==> config.mk <==
export PLATFORM = sky130hd
export DESIGN_NAME = rv_core
export DESIGN_NICKNAME = d
export VERILOG_FILES = /design/src/rv_pkg.sv /design/src/stage_ifs.sv /design/src/fetch_stage.sv /design/src/reg_file.sv /design/src/decode_stage.sv /design/src/execute_stage.sv /design/src/mem_wb_stage.sv /design/src/rv_core.sv
export VERILOG_INCLUDE_DIRS = /design/src
export SDC_FILE = /design/constraint.sdc
export NUM_CORES = 2
export LEC_CHECK = 0
export ABC_AREA = 1
export BUFFER_PORTS_ARGS = -buffer_cell sky130_fd_sc_hd__buf_2
export CAP_MARGIN = 20
export CELL_PAD_IN_SITES_DETAIL_PLACEMENT = 1
export CELL_PAD_IN_SITES_GLOBAL_PLACEMENT = 2
export CORE_MARGIN = 2
export CORE_UTILIZATION = 43
export DETAILED_ROUTE_END_ITERATION = 12
export GPL_TIMING_DRIVEN = 1
export PLACE_DENSITY = 0.95
export REMOVE_ABC_BUFFERS = 1
export SKIP_LAST_GASP = 1
export SLEW_MARGIN = 40
export SYNTH_ARGS = -nofsm -noshare
export SYNTH_HDL_FRONTEND = slang
export SYNTH_SLANG_ARGS = --single-unit
==> constraint.sdc <==
create_clock -name clk -period 18.95 [get_ports clk]
set_input_delay 3.79 -clock clk [delete_from_list [all_inputs] [get_ports clk]]
set_output_delay 3.79 -clock clk [all_outputs]
set_load 0.01 [all_outputs]
==> src/rv_defines.svh <==
`ifndef RV_DEFINES_SVH
`define RV_DEFINES_SVH

`define RV_RESET_PC   32'h8000_0000  // first fetch address
`define RV_XLEN       32
`define RV_NREGS      32

// instruction length in bytes, pc step for sequential flow
`define RV_ILEN       4

// major opcodes, inst[6:0]
`define RV_OP_LOAD    7'b000_0011
`define RV_OP_STORE   7'b010_0011
`define RV_OP_OP      7'b011_0011
`define RV_OP_OP_IMM  7'b001_0011
`define RV_OP_LUI     7'b011_0111
`define RV_OP_AUIPC   7'b001_0111
`define RV_OP_BRANCH  7'b110_0011
`define RV_OP_JAL     7'b110_1111
`define RV_OP_JALR    7'b110_0111
`define RV_OP_SYSTEM  7'b111_0011  // only ebreak is kept

`endif

==> src/rv_pkg.sv <==
`default_nettype none

`include "rv_defines.svh"

package rv_pkg;

  typedef logic [`RV_XLEN-1:0] word_t;  // data, addresses, instructions
  typedef logic [4:0]          reg_addr_t;
  typedef logic [3:0]          wmask_t;   // one bit per byte lane
  typedef logic [2:0]          funct3_t;
  typedef logic [6:0]          opcode_t;

  // one instruction at a time, four phases each
  typedef enum logic [2:0] {
    FETCH,
    DECODE,
    EXECUTE,
    WRITEBACK,
    HALT
  } seq_state_t;

endpackage

`default_nettype wire

==> src/stage_ifs.sv <==
`default_nettype none

// decoded instruction, held steady while the instruction is in flight
interface dec_exe_if
  import rv_pkg::*;
();
  word_t     pc;
  word_t     rs1_data;
  word_t     rs2_data;
  word_t     imm;
  funct3_t   funct3;
  reg_addr_t rd;
  logic      alt;        // sub for op, sra for shift right
  logic      is_op;
  logic      is_op_imm;
  logic      is_lui;
  logic      is_auipc;
  logic      is_branch;
  logic      is_jal;
  logic      is_jalr;
  logic      is_load;
  logic      is_store;
  logic      reg_write;

  modport driver (
    output pc, rs1_data, rs2_data, imm, funct3, rd, alt,
    output is_op, is_op_imm, is_lui, is_auipc, is_branch,
    output is_jal, is_jalr, is_load, is_store, reg_write
  );

  modport reader (
    input pc, rs1_data, rs2_data, imm, funct3, rd, alt,
    input is_op, is_op_imm, is_lui, is_auipc, is_branch,
    input is_jal, is_jalr, is_load, is_store, reg_write
  );
endinterface

// execute results, captured at the end of EXECUTE
interface exe_wb_if
  import rv_pkg::*;
();
  word_t alu_result;  // also the data address
  word_t target;      // branch, jump or auipc sum
  word_t link;        // pc + 4
  logic  taken;

  modport driver (output alu_result, target, link, taken);
  modport reader (input  alu_result, target, link, taken);
endinterface

`default_nettype wire

==> src/fetch_stage.sv <==
`default_nettype none

`include "rv_defines.svh"

module fetch_stage
  import rv_pkg::*;
(
  input  logic       clk,
  input  logic       rst_n,
  input  word_t      next_pc,
  input  logic       halt_req,
  input  word_t      imem_rdata,
  output logic       imem_req,
  output word_t      imem_addr,
  output word_t      pc,
  output word_t      inst,
  output seq_state_t state,
  output logic       halted
);

  logic started;  // low for the first cycle out of reset

  always_ff @(posedge clk) begin
    if (!rst_n) begin
      state   <= FETCH;
      started <= 1'b0;
      pc      <= `RV_RESET_PC;
    end else begin
      started <= 1'b1;
      case (state)
        FETCH: begin
          if (started) begin
            state <= DECODE;
          end
        end
        DECODE:    state <= EXECUTE;
        EXECUTE:   state <= WRITEBACK;
        WRITEBACK: begin
          state <= halt_req ? HALT : FETCH;  // ebreak parks the sequencer
          pc    <= next_pc;
        end
        default:   state <= HALT;
      endcase
    end
  end

  // memory answers one cycle after the request
  always_ff @(posedge clk) begin
    if (state == DECODE) begin
      inst <= imem_rdata;
    end
  end

  assign imem_req  = started && (state == FETCH);
  assign imem_addr = pc;
  assign halted    = (state == HALT);

  // a fetch is followed by three quiet cycles
  a_fetch_cadence: assert property (@(posedge clk) disable iff (!rst_n)
    imem_req |-> (state == FETCH) ##1 (!imem_req) [*3]);

endmodule

`default_nettype wire

==> src/reg_file.sv <==
`default_nettype none

`include "rv_defines.svh"

module reg_file
  import rv_pkg::*;
(
  input  logic      clk,
  input  reg_addr_t rs1_addr,
  input  reg_addr_t rs2_addr,
  input  reg_addr_t rd_addr,
  input  word_t     rd_data,
  input  logic      rd_we,
  output word_t     rs1_data,
  output word_t     rs2_data
);

  word_t regs [0:`RV_NREGS-1];

  always_ff @(posedge clk) begin
    if (rd_we && (rd_addr != '0)) begin  // x0 stays zero
      regs[rd_addr] <= rd_data;
    end
  end

  assign rs1_data = (rs1_addr == '0) ? '0 : regs[rs1_addr];
  assign rs2_data = (rs2_addr == '0) ? '0 : regs[rs2_addr];

endmodule

`default_nettype wire

==> src/decode_stage.sv <==
`default_nettype none

`include "rv_defines.svh"

module decode_stage
  import rv_pkg::*;
(
  input  word_t          inst,
  output reg_addr_t      rs1_addr,
  output reg_addr_t      rs2_addr,
  output logic           halt_req,
  input  word_t          rs1_data,
  input  word_t          rs2_data,
  input  word_t          pc,
  dec_exe_if.driver      dx
);

  opcode_t opcode;
  funct3_t funct3;
  word_t   imm_i;
  word_t   imm_s;
  word_t   imm_b;
  word_t   imm_u;
  word_t   imm_j;

  assign opcode   = inst[6:0];
  assign funct3   = inst[14:12];
  assign rs1_addr = inst[19:15];
  assign rs2_addr = inst[24:20];

  // sign bit is always inst[31]
  assign imm_i = {{20{inst[31]}}, inst[31:20]};
  assign imm_s = {{20{inst[31]}}, inst[31:25], inst[11:7]};
  assign imm_b = {{20{inst[31]}}, inst[7], inst[30:25], inst[11:8], 1'b0};
  assign imm_u = {inst[31:12], 12'h000};
  assign imm_j = {{12{inst[31]}}, inst[19:12], inst[20], inst[30:21], 1'b0};

  assign dx.pc       = pc;
  assign dx.rs1_data = rs1_data;
  assign dx.rs2_data = rs2_data;
  assign dx.funct3   = funct3;
  assign dx.rd       = inst[11:7];
  // inst[30] only means something for op and shift right
  assign dx.alt      = inst[30] && ((opcode == `RV_OP_OP)
                    || ((opcode == `RV_OP_OP_IMM) && (funct3 == 3'b101)));

  assign halt_req = (opcode == `RV_OP_SYSTEM) && (funct3 == 3'b000);

  always_comb begin
    dx.is_op     = 1'b0;
    dx.is_op_imm = 1'b0;
    dx.is_lui    = 1'b0;
    dx.is_auipc  = 1'b0;
    dx.is_branch = 1'b0;
    dx.is_jal    = 1'b0;
    dx.is_jalr   = 1'b0;
    dx.is_load   = 1'b0;
    dx.is_store  = 1'b0;
    dx.imm       = imm_i;  // op_imm, load, jalr
    case (opcode)
      `RV_OP_OP:     dx.is_op = 1'b1;
      `RV_OP_OP_IMM: begin
        dx.is_op_imm = 1'b1;
        if ((funct3 == 3'b001) || (funct3 == 3'b101)) begin
          dx.imm = {27'd0, inst[24:20]};  // shamt only
        end
      end
      `RV_OP_LUI: begin
        dx.is_lui = 1'b1;
        dx.imm    = imm_u;
      end
      `RV_OP_AUIPC: begin
        dx.is_auipc = 1'b1;
        dx.imm      = imm_u;
      end
      `RV_OP_BRANCH: begin
        dx.is_branch = 1'b1;
        dx.imm       = imm_b;
      end
      `RV_OP_JAL: begin
        dx.is_jal = 1'b1;
        dx.imm    = imm_j;
      end
      `RV_OP_JALR:   dx.is_jalr = 1'b1;
      `RV_OP_LOAD:   dx.is_load = 1'b1;
      `RV_OP_STORE: begin
        dx.is_store = 1'b1;
        dx.imm      = imm_s;
      end
      default: ;  // system and unknown opcodes raise no class
    endcase

    dx.reg_write = dx.is_op || dx.is_op_imm || dx.is_lui || dx.is_auipc
                || dx.is_jal || dx.is_jalr || dx.is_load;

    a_class_onehot: assert ($onehot0({dx.is_op, dx.is_op_imm, dx.is_lui, dx.is_auipc,
                                      dx.is_branch, dx.is_jal, dx.is_jalr,
                                      dx.is_load, dx.is_store}))
      else $error("decode: more than one instruction class active");
  end

endmodule

`default_nettype wire

==> src/execute_stage.sv <==
`default_nettype none

`include "rv_defines.svh"

module execute_stage
  import rv_pkg::*;
(
  input  logic       clk,
  input  logic       rst_n,
  input  seq_state_t state,
  dec_exe_if.reader  dx,
  exe_wb_if.driver   xw,
  output logic       dmem_re,
  output logic       dmem_we,
  output word_t      dmem_addr,
  output word_t      dmem_wdata,
  output wmask_t     dmem_wmask
);

  word_t      op_a;
  word_t      op_b;
  word_t      alu;
  word_t      tgt_base;
  word_t      tgt_sum;
  funct3_t    alu_f3;
  logic [4:0] shamt;
  logic       eq;
  logic       lt;
  logic       ltu;
  logic       cond;

  assign op_a   = dx.rs1_data;
  assign op_b   = (dx.is_op || dx.is_branch) ? dx.rs2_data : dx.imm;
  assign alu_f3 = (dx.is_op || dx.is_op_imm) ? dx.funct3 : 3'b000;  // address add otherwise
  assign shamt  = op_b[4:0];

  // shared by slt/sltu and the branches
  assign eq  = (op_a == op_b);
  assign lt  = ($signed(op_a) < $signed(op_b));
  assign ltu = (op_a < op_b);

  always_comb begin
    case (alu_f3)
      3'b000:  alu = dx.alt ? (op_a - op_b) : (op_a + op_b);
      3'b001:  alu = op_a << shamt;
      3'b010:  alu = word_t'(lt);
      3'b011:  alu = word_t'(ltu);
      3'b100:  alu = op_a ^ op_b;
      3'b101: begin
        if (dx.alt) begin
          alu = $signed(op_a) >>> shamt;
        end else begin
          alu = op_a >> shamt;
        end
      end
      3'b110:  alu = op_a | op_b;
      default: alu = op_a & op_b;
    endcase
  end

  always_comb begin
    case (dx.funct3)
      3'b000:  cond = eq;    // beq
      3'b001:  cond = !eq;   // bne
      3'b100:  cond = lt;    // blt
      3'b101:  cond = !lt;   // bge
      3'b110:  cond = ltu;   // bltu
      3'b111:  cond = !ltu;  // bgeu
      default: cond = 1'b0;
    endcase
  end

  // jalr target drops bit 0
  assign tgt_base = dx.is_jalr ? dx.rs1_data : dx.pc;
  assign tgt_sum  = tgt_base + dx.imm;

  always_ff @(posedge clk) begin
    if (state == EXECUTE) begin
      xw.alu_result <= alu;
      xw.target     <= tgt_sum & ~word_t'(dx.is_jalr);
      xw.link       <= dx.pc + word_t'(`RV_ILEN);
    end
  end

  always_ff @(posedge clk) begin
    if (!rst_n) begin
      xw.taken <= 1'b0;
    end else if (state == EXECUTE) begin
      xw.taken <= dx.is_branch && cond;
    end
  end

  // request goes out in EXECUTE, response lands in WRITEBACK
  assign dmem_re   = (state == EXECUTE) && dx.is_load;
  assign dmem_we   = (state == EXECUTE) && dx.is_store;
  assign dmem_addr = alu;

  always_comb begin
    case (dx.funct3[1:0])
      2'b00: begin  // sb, byte on every lane
        dmem_wdata = {4{dx.rs2_data[7:0]}};
        dmem_wmask = 4'b0001 << alu[1:0];
      end
      2'b01: begin  // sh
        dmem_wdata = {2{dx.rs2_data[15:0]}};
        dmem_wmask = alu[1] ? 4'b1100 : 4'b0011;
      end
      default: begin
        dmem_wdata = dx.rs2_data;
        dmem_wmask = 4'b1111;
      end
    endcase
  end

  // class flags come from decode as one-hot
  a_no_rd_wr: assert property (@(posedge clk) disable iff (!rst_n)
    !(dmem_re && dmem_we));

endmodule

`default_nettype wire

==> src/mem_wb_stage.sv <==
`default_nettype none

module mem_wb_stage
  import rv_pkg::*;
(
  dec_exe_if.reader  dx,
  exe_wb_if.reader   xw,
  input  word_t      dmem_rdata,
  output logic       rd_we,
  output word_t      rd_data,
  output word_t      next_pc,
  input  seq_state_t state
);

  logic [7:0]  ld_byte;
  logic [15:0] ld_half;
  word_t       load_data;

  // lane picked by the low address bits
  assign ld_byte = dmem_rdata[8*xw.alu_result[1:0] +: 8];
  assign ld_half = xw.alu_result[1] ? dmem_rdata[31:16] : dmem_rdata[15:0];

  always_comb begin
    case (dx.funct3)
      3'b000:  load_data = {{24{ld_byte[7]}}, ld_byte};   // lb
      3'b001:  load_data = {{16{ld_half[15]}}, ld_half};  // lh
      3'b100:  load_data = {24'd0, ld_byte};              // lbu
      3'b101:  load_data = {16'd0, ld_half};              // lhu
      default: load_data = dmem_rdata;                    // lw
    endcase
  end

  assign rd_data = dx.is_load                 ? load_data :
                   (dx.is_jal || dx.is_jalr)  ? xw.link :
                   dx.is_lui                  ? dx.imm :
                   dx.is_auipc                ? xw.target :
                                                xw.alu_result;

  // written at the end of WRITEBACK, same edge as the pc
  assign rd_we = (state == WRITEBACK) && dx.reg_write;

  assign next_pc = (dx.is_jal || dx.is_jalr || xw.taken) ? xw.target : xw.link;

endmodule

`default_nettype wire

==> src/rv_core.sv <==
`default_nettype none

module rv_core
  import rv_pkg::*;
(
  input  logic   clk,
  input  logic   rst_n,
  output logic   imem_req,
  output word_t  imem_addr,
  input  word_t  imem_rdata,
  output logic   dmem_re,
  output logic   dmem_we,
  output word_t  dmem_addr,
  output word_t  dmem_wdata,
  output wmask_t dmem_wmask,
  input  word_t  dmem_rdata,
  output logic   halted
);

  word_t      pc;
  word_t      inst;
  word_t      next_pc;
  word_t      rs1_data;
  word_t      rs2_data;
  word_t      rd_data;
  reg_addr_t  rs1_addr;
  reg_addr_t  rs2_addr;
  logic       rd_we;
  logic       halt_req;
  seq_state_t state;

  dec_exe_if dx_if ();
  exe_wb_if  xw_if ();

  fetch_stage fetch_inst (
    .clk        (clk),
    .rst_n      (rst_n),
    .next_pc    (next_pc),
    .halt_req   (halt_req),
    .imem_rdata (imem_rdata),
    .imem_req   (imem_req),
    .imem_addr  (imem_addr),
    .pc         (pc),
    .inst       (inst),
    .state      (state),
    .halted     (halted)
  );

  reg_file reg_file_inst (
    .clk      (clk),
    .rs1_addr (rs1_addr),
    .rs2_addr (rs2_addr),
    .rd_addr  (dx_if.rd),
    .rd_data  (rd_data),
    .rd_we    (rd_we),
    .rs1_data (rs1_data),
    .rs2_data (rs2_data)
  );

  decode_stage decode_inst (
    .inst     (inst),
    .rs1_addr (rs1_addr),
    .rs2_addr (rs2_addr),
    .halt_req (halt_req),
    .rs1_data (rs1_data),
    .rs2_data (rs2_data),
    .pc       (pc),
    .dx       (dx_if.driver)
  );

  execute_stage execute_inst (
    .clk        (clk),
    .rst_n      (rst_n),
    .state      (state),
    .dx         (dx_if.reader),
    .xw         (xw_if.driver),
    .dmem_re    (dmem_re),
    .dmem_we    (dmem_we),
    .dmem_addr  (dmem_addr),
    .dmem_wdata (dmem_wdata),
    .dmem_wmask (dmem_wmask)
  );

  mem_wb_stage mem_wb_inst (
    .dx         (dx_if.reader),
    .xw         (xw_if.reader),
    .dmem_rdata (dmem_rdata),
    .rd_we      (rd_we),
    .rd_data    (rd_data),
    .next_pc    (next_pc),
    .state      (state)
  );

endmodule

`default_nettype wire

==> out/metrics.cfg <==
[logic_synthesis]
synth-seq-cells = 1199
ys_warn_count = 0
syn_inst = 8378
ys_async_sr_fraction = 0
yosys_most_used_dff = edfxtp_1
synth_area_mm2 = 0.07034
syn_avg_cell_area_um2 = 8.395
yosysUniqueCellTypes = 65
synth_edf_count = 1152
synth.yosys.seq_area_share = 0.5052

[sta]
setup_violations = 0
hold_viol = 0
hold_slack_ps = 487.2
max_freq_mhz = 79.61
worstMarginPinSlew_ps = 1051
maxSlewHeadroom = 0.2922
fin_setup_tns_ps = 0
maxSlewViolCount = 0
finalCritPeriodShare = 0.6629
fin_crit_ps = 12560
fin_ws_ps = 6389
rsz0062_at_grt = no
skew_ps = 32.62

[clocking]
cts_buffers = 141
clock_latency_ps = 820
htree_levels = 4
root_buffer = clkbuf_16
clkTransAtPathRegs_ps = 60
cts_tree = done
clk_path_buf_depth = 3
hold_buffers = 0
cts_setup_buffers = 0
clock_sink_count = 1199
cts_resized = 0

[finish]
utilization = 0.4801
fillerInstances = 19118
nets = 8501
drive_gt1_frac = 0.08779
area_growth_pct = 10.98

[die]
core_mm2 = 0.1626
initial_utilization = 0.4326
rows = 148
io-pin-count = 170
die_w_um = 408.4
dieArea_mm2 = 0.1668
die_h_um = 408.4

[worst_setup_path]
cpPeakStageDelay_ps = 650
crit_path_end_kind = output port
cp.arrival_ps = 8770
path_max_fanout = 158
crit_type = reg -> out
critPathRequiredTime_ps = 15160
start_kind = register
crit_path_frequent_cell = nand2_1
crit_path_top_delay_cell = dfxtp_4

[routing]
wl_mm = 351.4
via_per_inst = 6.687
drcViolationCount = 0
ant_nets = 0
wl_per_cell_um = 33.16
dr.pass1.iters = 6
drtIter0Drc = 10763
vias = 70866

[pwr]
ir_drop_mv = 0.1101
power_uw = 8169
p_leak_uw = 0.03001
power_density_mw_per_mm2 = 104.6

[grt]
grt_pass1_wl_mm = 497.1
first_global_vias = 69214
grt_max_degree = 185
groute.usage.overall = 0.4098
grt_overflow_total = 0
grt_antenna_before_repair = 22

[placement]
dp_slack_ps = 7679
portBuffers = 169
dp_hpwl_mm = 224.5
globalplace.congestion = 1.024

[flow_run]
maxCapViolations = 0

[worst_hold_path]
hp-class = reg -> reg

[run_status]
status = finished, final reports clean

-- synth_stat cells, types with 5 or more instances --
cell	number	area, µm²
buf_2	187	935.9
o221a_2	16	180.2
buf_1	43	161.4
nor2_2	8	50.05
ha_1	129	1614
a21oi_1	365	1827
a21o_1	6	45.04
a31oi_1	21	131.4
nand3_1	1132	5665
nand4_1	22	137.6
nand3_2	5	50.05
o21a_1	5	37.54
o21bai_1	8	60.06
nor2_1	826	3100
nor4_1	12	75.07
inv_1	361	1355
nand2_1	2106	7905
or2_2	7	43.79
buf_6	15	168.9
o211ai_1	87	653.1
inv_2	28	105.1
edfxtp_1	1152	34590
o32ai_1	7	61.31
clkinv_1	7	26.28
clkbuf_1	298	1119
o2111ai_1	7	61.31
dfxtp_1	47	940.9
nor2_4	6	67.56
a221oi_1	6	52.55
nand2_2	12	75.07
xor2_1	66	578.1
o31ai_1	53	397.9
o221ai_1	203	1778
xnor2_1	14	122.6
o21ai_1	47	235.2
a32oi_1	16	140.1
o21ai_0	801	4009
a211oi_1	25	187.7
nor3_1	39	195.2
buf_4	54	405.4
o22ai_1	80	500.5
-- stage by stage --
stage	instance area (µm²)	std cells
after floorplan	67660	7812
after global placement	73130	10325
after detailed placement	73380	10331
after CTS	77940	10589
after global routing	78050	10594
final	78060	10598
-- sequential cells by signal, summed over array words and instances, names as in the netlist, named ones only --
name and flops:
execute_inst.xw.alu_result 32, execute_inst.xw.link 32, execute_inst.xw.taken 1, execute_inst.xw.target 32
fetch_inst.imem_addr 32, fetch_inst.inst 32, fetch_inst.started 1, fetch_inst.state 3
reg_file_inst.regs 1024
-- cell usage in the layout, fill, tap and decap left out, types with 31 or more instances in the layout --
master	count
a21oi_1	365
buf_2	168
buf_4	145
clkbuf_1	37
clkbuf_16	146
clkinv_1	37
conb_1	32
dfxtp_1	37
edfxtp_1	1152
ha_1	129
inv_1	352
inv_2	31
nand2_1	2097
nand3_1	1124
nor2_1	791
nor2_4	36
nor3_1	36
o211ai_1	87
o21ai_0	791
o21ai_1	52
o221ai_1	203
o22ai_1	79
o31ai_1	53
xor2_1	66
-- cell type report --
class,instances,area [µm²],share of cell area
sequential,1199,35570,0.4556
multi-input combinational,6216,31170,0.3993
clock buffer,186,3834,0.04911
tap,2175,2721,0.03486
timing repair buffer,348,2489,0.03188
inverter,397,1540,0.01973
clock inverter,72,729.5,0.009345
antenna,5,12.51,0.0001603
-- worst paths after layout --
kind,start,endpoint,slack (ps),cells after the start
worst max register to register,register,execute_inst.xw.alu_result[19]$_DFFE_PN_,10980,30
worst min-delay path,fetch_inst.started$_DFF_P_,fetch_inst.state[0]$_SDFFE_PN0P_,490,2
worst max-delay path,register,dmem_addr[19],6390,31
worst min register to register,fetch_inst.started$_DFF_P_,fetch_inst.state[0]$_SDFFE_PN0P_,490,2
-- per-layer routing --
layer	share of wire	routed length [µm]	global-route usage	vias to the layer above
met1	0.38	132800	0.5470	35345
li1	-	-	-	29262
met3	0.15	51570	0.1420	1091
met4	0.069	24140	0.2370	12
met5	0.00023	81	0	-
met2	0.41	142800	0.5738	5156
-- critical path, delay by kind of cell, from the launching register on --
kind | cells | cell delay, ps
AND/OR/NAND/NOR | 17 | 2120
AO/OA/AOI/OAI | 7 | 1800
buffers and inverters | 6 | 2580
flip-flops | 1 | 650
adder cells (fa/ha/maj) | 1 | 400
-- cell families after synthesis --
group,Yosys count,share of synthesized area
and+or+nand+nor,4197,0.2498
DFF,1199,0.5052
buffers and inverters,994,0.06089
other,1,0.00005332
adders and majority gates,132,0.02380
muxes,4,0.0005693
xor gates and xnor gates,80,0.009962
AOI/OAI and AO/OA,1771,0.1497
-- report_power, final --
group / leakage, µW / internal, µW / total, µW / switching [µW]
registers: 0.0108 / 3010 / 3070 / 60.4
clock network: 0.00221 / 1580 / 2760 / 1180
logic: 0.0170 / 572 / 2340 / 1770
total: 0.0300 / 5160 / 8170 / 3010
No activity file was read; power rests on OpenSTA's default activity.
